$ cat src/hdl/dga_pkg.sv
// ********************
// shared constants for the panel and decode logic
// command codes and the status word type
// ********************

package dga_pkg;

  // ********************
  // panel FIFO sizing
  // ********************

  // entries in the panel byte queue
  localparam int fifo_depth = 13;
  // pointer and count width, holds 0 to 13
  localparam int ptr_w = 4;

  // ********************
  // clear sequencer
  // ********************

  // clear pulse length in clock cycles
  localparam int clear_cycles = 8;
  // counter width for the clear pulse
  localparam int clr_cnt_w = 4;

  // command codes on the 5-bit command bus
  // codes not listed act as no operation
  typedef enum logic [4:0] {
    cmd_nop     = 5'd0,
    cmd_ldpan   = 5'd1,
    cmd_ldstat  = 5'd2,
    cmd_clrfail = 5'd3,
    cmd_stop    = 5'd4,
    cmd_start   = 5'd5
  } cmd_e;

  // status nibble bits, msb first
  typedef struct packed {
    logic fail_latched;
    logic clearing;
    logic stopped;
  } status_t;

endpackage

$ cat src/hdl/panel_if.sv
// ********************
// panel FIFO bundle
// write side, read handshake and flags
// ********************

`timescale 1ns/1ps

interface panel_if (
  input logic clk,
  input logic reset
);

  // write side, from the decoder
  logic       wr_en;
  logic [7:0] wr_data;
  // flags and read side, from the FIFO
  logic       full_n;
  logic       empty_n;
  logic       rd_req;
  logic       rd_ack;
  logic [7:0] rd_data;

  modport writer (input clk, input reset, output wr_en, output wr_data, input full_n);

  modport store (
    input  clk, input reset,
    input  wr_en, input wr_data, input rd_req,
    output full_n, output empty_n, output rd_ack, output rd_data
  );

  modport reader (input clk, input reset, output rd_req, input rd_ack, input rd_data);

endinterface

$ cat src/hdl/comm_decode.sv
// ********************
// registered command decoder
// status nibble routing onto the bus
// panel FIFO write control
// ********************

`timescale 1ns/1ps

module comm_decode
  import dga_pkg::*;
(
  input  logic           clk,
  input  logic           reset,
  input  logic           clear,
  input  cmd_e           cmd,
  input  logic [7:0]     idb_in,
  input  status_t        status,
  panel_if.writer        pwr,
  output logic           clr_fail,
  output logic           stop_set,
  output logic           start_set,
  output logic           epan_n,
  output logic [3:0]     idb_out
);

  cmd_e       cmd_q;
  logic [7:0] idb_q;
  logic       ld_pan;
  logic       ld_stat;
  logic [3:0] stat_nib;
  logic [7:0] wr_byte;

  // ********************
  // input registers
  // ********************

  // command register cleared to nop in reset
  always_ff @(posedge clk) begin
    if (reset) begin
      cmd_q <= cmd_nop;
    end else begin
      cmd_q <= cmd;
    end
  end

  // bus byte captured with the command
  always_ff @(posedge clk) begin
    idb_q <= idb_in;
  end

  // ********************
  // decode
  // ********************

  // one single-cycle strobe per registered command
  always_comb begin
    ld_pan    = 1'b0;
    ld_stat   = 1'b0;
    clr_fail  = 1'b0;
    stop_set  = 1'b0;
    start_set = 1'b0;
    case (cmd_q)
      cmd_ldpan:   ld_pan    = 1'b1;
      cmd_ldstat:  ld_stat   = 1'b1;
      cmd_clrfail: clr_fail  = 1'b1;
      cmd_stop:    stop_set  = 1'b1;
      cmd_start:   start_set = 1'b1;
      // nop and unused codes leave every strobe low
      default: ;
    endcase
  end

  // ********************
  // status nibble
  // ********************

  // bit 3 always zero when the status goes out
  assign stat_nib = {1'b0, status};

  // status load takes the low nibble from the sequencer
  // plain panel load takes the whole bus byte
  assign wr_byte = ld_stat ? {idb_q[7:4], stat_nib} : idb_q;

  // ********************
  // FIFO write
  // ********************

  // nothing queued during clear
  // full FIFO drops the byte here
  assign pwr.wr_en   = (ld_pan || ld_stat) && !clear && pwr.full_n;
  assign pwr.wr_data = wr_byte;

  // ********************
  // bus output routing
  // ********************

  // epan_n low only in the cycle after a status load command
  assign epan_n = !ld_stat;

  // status on the bus while enabled
  // otherwise the low nibble of the bus loops straight through
  assign idb_out = ld_stat ? stat_nib : idb_in[3:0];

endmodule

$ cat src/hdl/decode_dga.sv
// ********************
// panel and decode top level
// decoder, power sequencer and panel FIFO
// ********************

`timescale 1ns/1ps

module decode_dga
  import dga_pkg::*;
(
  input  logic       clk,
  input  logic       reset,
  // command and internal data bus
  input  logic [4:0] cmd,
  input  logic [7:0] idb_in,
  input  logic       power_sense,
  // processor read handshake
  input  logic       rd_req,
  output logic       rd_ack,
  output logic [7:0] a,
  // status nibble back onto the bus
  output logic [3:0] idb_out,
  output logic       epan_n,
  // panel FIFO flags
  output logic       full_n,
  output logic       empty_n,
  // power and run state
  output logic       clear_n,
  output logic       pow_fail_n,
  output logic       stopped
);

  logic    clear;
  logic    clr_fail;
  logic    stop_set;
  logic    start_set;
  status_t status;

  // ********************
  // panel FIFO bundle
  // ********************

  panel_if pif (
    .clk   (clk),
    .reset (reset)
  );

  // processor side of the read port
  assign pif.rd_req = rd_req;
  assign rd_ack     = pif.rd_ack;
  assign a          = pif.rd_data;
  assign full_n     = pif.full_n;
  assign empty_n    = pif.empty_n;

  // ********************
  // sub blocks
  // ********************

  power_seq u_pow (
    .clk         (clk),
    .reset       (reset),
    .power_sense (power_sense),
    .clr_fail    (clr_fail),
    .stop_set    (stop_set),
    .start_set   (start_set),
    .clear       (clear),
    .pow_fail_n  (pow_fail_n),
    .status      (status)
  );

  comm_decode u_comm (
    .clk       (clk),
    .reset     (reset),
    .clear     (clear),
    .cmd       (cmd_e'(cmd)),
    .idb_in    (idb_in),
    .status    (status),
    .pwr       (pif.writer),
    .clr_fail  (clr_fail),
    .stop_set  (stop_set),
    .start_set (start_set),
    .epan_n    (epan_n),
    .idb_out   (idb_out)
  );

  panel_fifo u_fifo (
    .clk   (clk),
    .reset (reset),
    .clear (clear),
    .pif   (pif.store)
  );

  // pin level status
  assign clear_n = !clear;
  assign stopped = status.stopped;

endmodule

$ cat src/hdl/panel_fifo.sv
// ********************
// 13 entry panel byte FIFO
// enable style write port
// four-phase req/ack read port
// ********************

`timescale 1ns/1ps

module panel_fifo
  import dga_pkg::*;
(
  input logic    clk,
  input logic    reset,
  input logic    clear,
  panel_if.store pif
);

  typedef enum logic [1:0] {
    rd_idle,
    rd_acked,
    rd_wait_drop
  } rd_state_e;

  logic [7:0]       mem [fifo_depth];
  logic [ptr_w-1:0] wr_ptr;
  logic [ptr_w-1:0] rd_ptr;
  logic [ptr_w-1:0] count;
  logic [7:0]       head_q;
  rd_state_e        rd_state;
  logic             rd_ack;
  logic             do_wr;
  logic             do_pop;

  // circular pointer step, wraps at the last entry
  function automatic logic [ptr_w-1:0] next_ptr(input logic [ptr_w-1:0] p);
    next_ptr = (p == ptr_w'(fifo_depth - 1)) ? '0 : p + 1'b1;
  endfunction

  // writes dropped when full or during clear
  assign do_wr  = pif.wr_en && !clear && (count != ptr_w'(fifo_depth));
  // pop on the edge where ack rises
  assign do_pop = (rd_state == rd_idle) && pif.rd_req && (count != '0) && !clear;

  // ********************
  // storage
  // ********************

  always_ff @(posedge clk) begin
    if (do_wr) begin
      mem[wr_ptr] <= pif.wr_data;
    end
  end

  // head byte held for the whole ack phase
  always_ff @(posedge clk) begin
    if (do_pop) begin
      head_q <= mem[rd_ptr];
    end
  end

  // pointers and fill count
  always_ff @(posedge clk) begin
    if (reset || clear) begin
      wr_ptr <= '0;
      rd_ptr <= '0;
      count  <= '0;
    end else begin
      if (do_wr) begin
        wr_ptr <= next_ptr(wr_ptr);
      end
      if (do_pop) begin
        rd_ptr <= next_ptr(rd_ptr);
      end
      case ({do_wr, do_pop})
        2'b10:   count <= count + 1'b1;
        2'b01:   count <= count - 1'b1;
        default: count <= count;
      endcase
    end
  end

  // ********************
  // read handshake
  // ********************

  // wait_drop after a clear abort, so a held req is not acked twice
  always_ff @(posedge clk) begin
    if (reset) begin
      rd_state <= rd_idle;
    end else begin
      case (rd_state)
        rd_idle: begin
          if (do_pop) begin
            rd_state <= rd_acked;
          end
        end
        rd_acked: begin
          if (clear) begin
            rd_state <= rd_wait_drop;
          end else if (!pif.rd_req) begin
            rd_state <= rd_idle;
          end
        end
        rd_wait_drop: begin
          if (!pif.rd_req) begin
            rd_state <= rd_idle;
          end
        end
        default: rd_state <= rd_idle;
      endcase
    end
  end

  assign rd_ack      = (rd_state == rd_acked);
  assign pif.rd_ack  = rd_ack;
  // bus is zero outside the ack phase
  assign pif.rd_data = rd_ack ? head_q : 8'h00;
  assign pif.full_n  = (count != ptr_w'(fifo_depth));
  assign pif.empty_n = (count != '0);

endmodule

$ cat src/hdl/power_seq.sv
// ********************
// power sense synchronizer
// clear pulse generator
// power fail and stop flags
// ********************

`timescale 1ns/1ps

module power_seq
  import dga_pkg::*;
(
  input  logic    clk,
  input  logic    reset,
  input  logic    power_sense,
  input  logic    clr_fail,
  input  logic    stop_set,
  input  logic    start_set,
  output logic    clear,
  output logic    pow_fail_n,
  output status_t status
);

  logic                 sense_meta;
  logic                 sense_sync;
  logic                 sense_dly;
  logic                 sense_rise;
  logic                 sense_fall;
  logic [clr_cnt_w-1:0] clr_cnt;
  logic                 fail_q;
  logic                 stop_q;

  // ********************
  // sense synchronizer
  // ********************

  // two flops for metastability, third for edge detect
  always_ff @(posedge clk) begin
    sense_meta <= power_sense;
    sense_sync <= sense_meta;
    sense_dly  <= sense_sync;
  end

  assign sense_rise = sense_sync && !sense_dly;
  assign sense_fall = !sense_sync && sense_dly;

  // ********************
  // clear pulse
  // ********************

  // loaded in reset and on power return
  // high for clear_cycles cycles after either
  always_ff @(posedge clk) begin
    if (reset) begin
      clr_cnt <= clr_cnt_w'(clear_cycles);
    end else if (sense_rise) begin
      clr_cnt <= clr_cnt_w'(clear_cycles);
    end else if (clr_cnt != '0) begin
      clr_cnt <= clr_cnt - 1'b1;
    end
  end

  assign clear = (clr_cnt != '0);

  // ********************
  // status flags
  // ********************

  // power loss wins over a clear request in the same cycle
  always_ff @(posedge clk) begin
    if (reset) begin
      fail_q <= 1'b0;
    end else if (sense_fall) begin
      fail_q <= 1'b1;
    end else if (clr_fail) begin
      fail_q <= 1'b0;
    end
  end

  // stop and start strobes from the panel
  always_ff @(posedge clk) begin
    if (reset) begin
      stop_q <= 1'b0;
    end else if (stop_set) begin
      stop_q <= 1'b1;
    end else if (start_set) begin
      stop_q <= 1'b0;
    end
  end

  assign pow_fail_n          = !fail_q;
  assign status.fail_latched = fail_q;
  assign status.clearing     = clear;
  assign status.stopped      = stop_q;

endmodule

$ cat config.mk
export PLATFORM = sky130hd
export DESIGN_NAME = decode_dga
export DESIGN_NICKNAME = d
export VERILOG_FILES = /design/src/hdl/dga_pkg.sv /design/src/hdl/panel_if.sv /design/src/hdl/comm_decode.sv /design/src/hdl/decode_dga.sv /design/src/hdl/panel_fifo.sv /design/src/hdl/power_seq.sv
export SDC_FILE = /design/constraint.sdc
export NUM_CORES = 1
export LEC_CHECK = 0
export BUFFER_PORTS_ARGS = -buffer_cell sky130_fd_sc_hd__buf_2
export CAP_MARGIN = 20
export CORE_MARGIN = 3
export CORE_UTILIZATION = 40
export CTS_CLUSTER_SIZE = 20
export DETAILED_ROUTE_END_ITERATION = 10
export PLACE_DENSITY_LB_ADDON = 0.3
export RECOVER_POWER = 100
export SYNTH_ARGS = -nofsm -noshare
export SYNTH_HDL_FRONTEND = slang
export SYNTH_SLANG_ARGS = --single-unit
$ cat constraint.sdc
create_clock -name clk -period 2.5 [get_ports clk]
set_clock_uncertainty 0.1 [all_clocks]
set_input_delay 0.125 -clock clk [delete_from_list [all_inputs] [get_ports clk]]
set_output_delay 0.125 -clock clk [all_outputs]
set_load 0.005 [all_outputs]
==> Word-level counts from Yosys, hierarchy flattened <==
Memory sizes are Yosys's and may differ from the RTL's. A register that Yosys moved wholly into a read port is not among the register bits.
Index checks and enable logic that the tools add are counted.
{ "op_classes": {"muxes": 21, "n_eq_ne": 13, "n_addsub": 5, "n_reduce_logical": 23} }
{ "op_table": {"columns": ["op", "n"], "rows": [
  ["$mux 4", 4],
  ["$add 4x1->4 const B", 3],
  ["$mux 1", 11],
  ["$eq 5x2->1 const B", 2],
  ["$eq 5x3->1 const B", 2],
  ["$logic_and 1x1->1", 9],
  ["$eq 4x4->1 const B", 2],
  ["$mux 8", 1],
  ["$pmux 4 s2", 1],
  ["$reduce_bool 4->1", 2],
  ["$sub 4x1->4 const B", 2],
  ["$mux 2", 3],
  ["$pmux 2 s3", 1],
  ["$reduce_bool 2->1", 3],
  ["$eq 5x1->1 const B", 1],
  ["$logic_not 1->1", 5],
  ["$eq 2x1->1 const B", 2],
  ["$eq 2x2->1 const B", 2],
  ["$ne 4x4->1 const B", 1],
  ["$logic_not 2->1", 1],
  ["$logic_or 1x1->1", 2],
  ["$ne 2x1->1 const B", 1],
  ["$reduce_or 2->1", 1]
]} }
{ "totals": {"inputBits": 17, "mem_bits_rw": 104, "out_inout_bits": 19, "n_memories": 1, "elab_cells": 75, "regBits": 36} }
{ "mem_list": {"columns": ["memory", "depth", "word_bits", "rd", "rd_clocked_by_memory_dff", "write_ports", "line", "rtl"], "rows": [
  ["u_fifo.mem", 13, 8, 1, 1, 1, "panel_fifo.sv:24", "logic [7:0] mem [fifo_depth];"]
]} }

==> Depth between registers and ports, before layout <==
{ "logic_depth": {"word_depth": 9, "mapped_depth": 13, "ltp_nobuf": 13} }

==> Cells and area by module <==
Synthesis repeated with hierarchy kept, for this count alone.
{ "hier_totals": {"hier_cells": 369, "area_unflattened_um2": 6012.0} }
{ "modules_own_cells": {"columns": ["mod", "area_per_inst_um2", "cells_each", "instances", "seq_area_each_um2"], "rows": [
  ["panel_fifo", 5156.2, 292, 1, 3643.5],
  ["comm_decode", 488.0, 40, 1, 260.2],
  ["power_seq", 364.1, 36, 1, 180.2],
  ["decode_dga", 3.8, 1, 1, 0.0]
]} }

==> Worst setup path before layout <==
No wires, ideal clock.
{ "synth_timing": {"path_type": "register to register", "startpoint": "reg u_fifo.count[0]", "endpoint": "reg u_fifo.count[3]", "t_required_ps": 2330, "setup_slack_ps": 41, "setup_time_ps": 70, "stages_incl_launch_ff": 10, "arrival_ps": 2290, "period_less_slack_ps": 2459, "path_buffers": 0, "cell_sequence": "dfxtp_1 > or4_4 > nand3_4 > inv_4 > ha_1 > ha_1 > a21oi_1 > a211o_1 > a21o_1 > a21oi_1"} }
{ "synth_via": {"word_cells_on_any_way": 13, "cone_classes": "add/sub (2); eq/ne (3); mux (1); reduce/logical (7)"} }
{ "synth_rtl": {"columns": ["item", "line", "rtl"], "rows": [
  ["from (decl)", "panel_fifo.sv:27", "logic [ptr_w-1:0] count;"],
  ["from (signal assigned)", "panel_fifo.sv:75", "2'b10: count <= count + 1'b1;"],
  ["from (signal assigned)", "panel_fifo.sv:76", "2'b01: count <= count - 1'b1;"],
  ["from (signal assigned)", "panel_fifo.sv:77", "default: count <= count;"],
  ["$reduce_bool 4->1 (*)", null, null],
  ["via empty_n", "decode_dga.sv:26", "output logic empty_n,"],
  ["$logic_and 1x1->1 (*) (2 in a row)", "panel_fifo.sv:42", "assign do_pop = (rd_state == rd_idle) && pif.rd_req && (count != '0) && !clear;"],
  ["via u_fifo.do_pop", "panel_fifo.sv:32", "logic do_pop;"],
  ["$eq 2x1->1 / $eq 2x2->1 (equally long branches)", "panel_fifo.sv:74", "case ({do_wr, do_pop})"],
  ["$pmux 4 s2 / $reduce_bool 2->1 (equally long branches)", null, null]
]} }
Mark *: on every way through the listed nets, which the timed path passes. The rest lies on a longest branch.
A chain may end at the register's enable or synchronous reset.

==> Worst setup path after layout <==
{ "layout_timing": {"startpoint": "reg u_fifo.count[1]", "endpoint": "reg u_fifo.count[3]"} }
{ "layout_via": {"word_cells_on_any_way": 13, "cone_classes": "add/sub (2); eq/ne (3); mux (1); reduce/logical (7)"} }
{ "layout_rtl": {"columns": ["item", "line"], "rows": [
  ["$reduce_bool 4->1 (*)", "panel_fifo.sv:42"],
  ["$logic_and 1x1->1 (*) (2 in a row)", "panel_fifo.sv:42"],
  ["via u_fifo.do_pop", "panel_fifo.sv:32"],
  ["$eq 2x1->1 / $eq 2x2->1 (equally long branches)", "panel_fifo.sv:74"],
  ["$pmux 4 s2 / $reduce_bool 2->1 (equally long branches)", null]
]} }
Marked as above.

==> run metrics <==
Net Sw Frac 0.219; sequential power share 0.508; number of diodes 0; min cycle time layout between 2 and 2.5 ns; Reg2Reg Setup Slack 0.13 ns; total congestion overflow 0; Remaining DRCs 0; static leakage 2.46 nW; Max IR drop VDD 0.000475 V; most instantiated cells after synthesis edfxtp_1, dfxtp_1, a21oi_1; worst slew pin tran 0.943 ns; Max Cap Viol 0; clk sinks 148; CP Launch Point u_fifo.count[1]; hold path start u_pow.sense_meta; Layout Cells excl Fill 633; clk buf depth 2; DRT iter0 DRCs 321; Pwr Density about 740 nW/um^2; placed cell area 6410 sq um; CTS tree done; Num CTS Buffers 17; Final Setup Violations 0; Synth top area share 0.568; Worst setup EP type flop; Wirelength per Cell 18.2 um; power share of the combinational group 0.036; fin crit share 0.947; worst hold slack 0.232 ns; Initial Utilization 0.418; Routed WL 11,500 um; number of synthesized register bits 148; Final ANT Viol Nets 0; status completed; Synth Area per Inst around 17 sq um; First-pass DRT Iterations 4; Synth Instances between 300 and 400; Die Ht 128 um; Synth Warn # 0; gpl congestion 0.737; Clk pwr share 0.456; area delta synth->final 21.9%; vias in the first global route between 3,000 and 4,000; Min-Delay Path Class flop to flop; H-tree level count 4; All-Layer GR Usage 0.150; vias post-DR 3,212; Core Box Area 14,100 sq um; top cells by area, synth edfxtp_1, dfxtp_1, mux4_2; Placement Rows 43; internal power 4.16 mW; Vias/cell roughly 5.1; r2r startpoint u_fifo.count[1]; Root Driver clkbuf_16; layout cells sized above 1 0.252; die width 128 um; Post-Place Cells slightly below 600; Max Fclk 0.422 GHz; post-synthesis sequential area ratio 0.690; Hold Vio Cnt, Final 0; Cell Area, Synth 5920 sq um; design area between 7000 and 8000 sq um; critical path class flop to flop; count leader, synth edfxtp_1; clk_lat worst skew 0.42 ns; Final #Nets 469; largest net degree at the start of global routing 30; NetSw 1.17 mW; Syn Nets 387; antenna violations before repair 0; I/O Pins 36; RR Endpoint u_fifo.count[3]; Yosys top cell by area edfxtp_1; Post-synth ARST share 0; Die ar. 16,300 sq um; CP Launch Type flop; EDFF count, synth 112; Buffers on Ports 35; Max-slew headroom 0.370; Hold Crit Depth 0; global-route wire length before repair around 18,000 um; Hold EP u_pow.sense_sync; Slew Viols, Final 0; worst-path maximum fanout 5; WP data required 2.74 ns; crit path DAT roughly 2.6 ns; Distinct cells, synth 48; Reg2Reg Depth 9; Clk pin slew, worst setup/hold paths 0.06 ns; ys flop type edfxtp_1; post-DP HPWL 7160 um; Fillers 1,158
[worst max-delay path, cell delays in order, from the launching register on]
cell,delay (ns)
dfxtp_1,0.31
or4_4,0.57
nand3_4,0.12
inv_4,0.04
ha_4,0.17
ha_4,0.28
a21oi_1,0.08
a211o_1,0.32
a21o_1,0.16
a21oi_1,0.13
[state kept, by name (all words and copies together) (netlist names)]
register / count
u_comm.idb_q: 8
u_fifo.rd_ptr: 4
u_pow.sense_meta: 1
u_pow.sense_dly: 1
u_fifo.wr_ptr: 4
u_fifo.rd_state: 2
u_pow.fail_q: 1
u_fifo.head_q: 8
u_fifo.mem: 104
u_pow.clr_cnt: 4
u_pow.sense_sync: 1
u_fifo.count: 4
u_pow.stop_q: 1
u_comm.cmd_q: 5
[kinds of logic after synthesis]
group	synth area share
xor+xnor	0.00740
flops	0.690
compound gates	0.0452
mux	0.119
buf+inv	0.0256
simple gates	0.0858
fa+ha+maj	0.0266
[placed cells by master, fill, tap and decap left out, types with 3 or more instances in the layout]
| cell | instances |
|---|---|
| mux2_2 | 4 |
| o22ai_1 | 8 |
| mux4_2 | 16 |
| edfxtp_1 | 112 |
| inv_6 | 6 |
| nor3_1 | 5 |
| clkbuf_1 | 7 |
| xor2_1 | 3 |
| dfxtp_1 | 36 |
| dlygate4sd3_1 | 21 |
| a21oi_1 | 23 |
| nand3b_1 | 3 |
| nand2_1 | 8 |
| inv_1 | 12 |
| mux2i_1 | 9 |
| nor2_1 | 13 |
| nor2b_1 | 8 |
| clkbuf_16 | 17 |
| and2_1 | 20 |
| ha_1 | 9 |
| buf_2 | 29 |
| buf_4 | 18 |
| mux4_1 | 8 |
| o21ai_0 | 3 |
| nand3_1 | 6 |
[routing by layer]
layer	routed length [um]	vias up	global-route usage	part of all wire
met5	0	-	0	0
met4	85	0	0.0431	0.0074
met1	5190	1596	0.208	0.45
met2	5740	67	0.239	0.50
li1	-	1542	-	-
met3	490	7	0.0368	0.043
[timing repair]
action                                  in CTS  in global routing
endpoints found under the setup margin       1                  3
endpoints found under the hold margin       18                  0
hold buffers                                21                  0
buffers inserted                             0                  1
cloned                                       0                  0
resized for setup                            2                  2
pin swaps                                    0                  1
[power groups by stage]
stage	combinational, mW	sequential, mW	clock, mW
6_report	0.194	2.71	2.43
5_1_grt	0.214	2.71	2.60
4_1_cts	0.193	2.71	2.48
3_5_place_dp	0.166	2.76	0
3_3_place_gp	0.159	2.76	0
2_1_floorplan	0.107	2.75	0
[final cells by class]
type / instances / area, sq um / area share
sequential: 148 / 4080 / 0.566
multi-input combinational: 180 / 1710 / 0.237
timing repair buffer: 79 / 569 / 0.0789
clock buffer: 17 / 425 / 0.0590
tap: 180 / 225 / 0.0312
clock inverter: 15 / 144 / 0.0199
inverter: 14 / 57.6 / 0.00798
[worst max-delay path by stage]
stage / endpoint / slack (ns) / cells after the start
2_1_floorplan: u_fifo.count[3] / 0.04 / 9
3_3_place_gp: u_fifo.count[3] / 0.06 / 9
3_5_place_dp: u_fifo.count[3] / -0.03 / 9
4_1_cts: u_fifo.count[3] / 0.06 / 9
5_1_grt: u_fifo.count[2] / -0.004 / 13
6_report: u_fifo.count[3] / 0.13 / 9
[stage by stage]
stage	worst slack [ns]	util	power (mW)	TNS, ns
final	0.132	0.510	5.33	0
after detailed placement	-0.0320	0.453	2.92	-0.0320
after floorplan	0.0405	-	2.86	0
after global placement	0.0579	0.453	2.91	0
after global routing	-0.00406	0.510	5.52	-0.00406
after CTS	0.0643	0.509	5.37	0
Note: power is estimated with default switching activity, not from simulation.
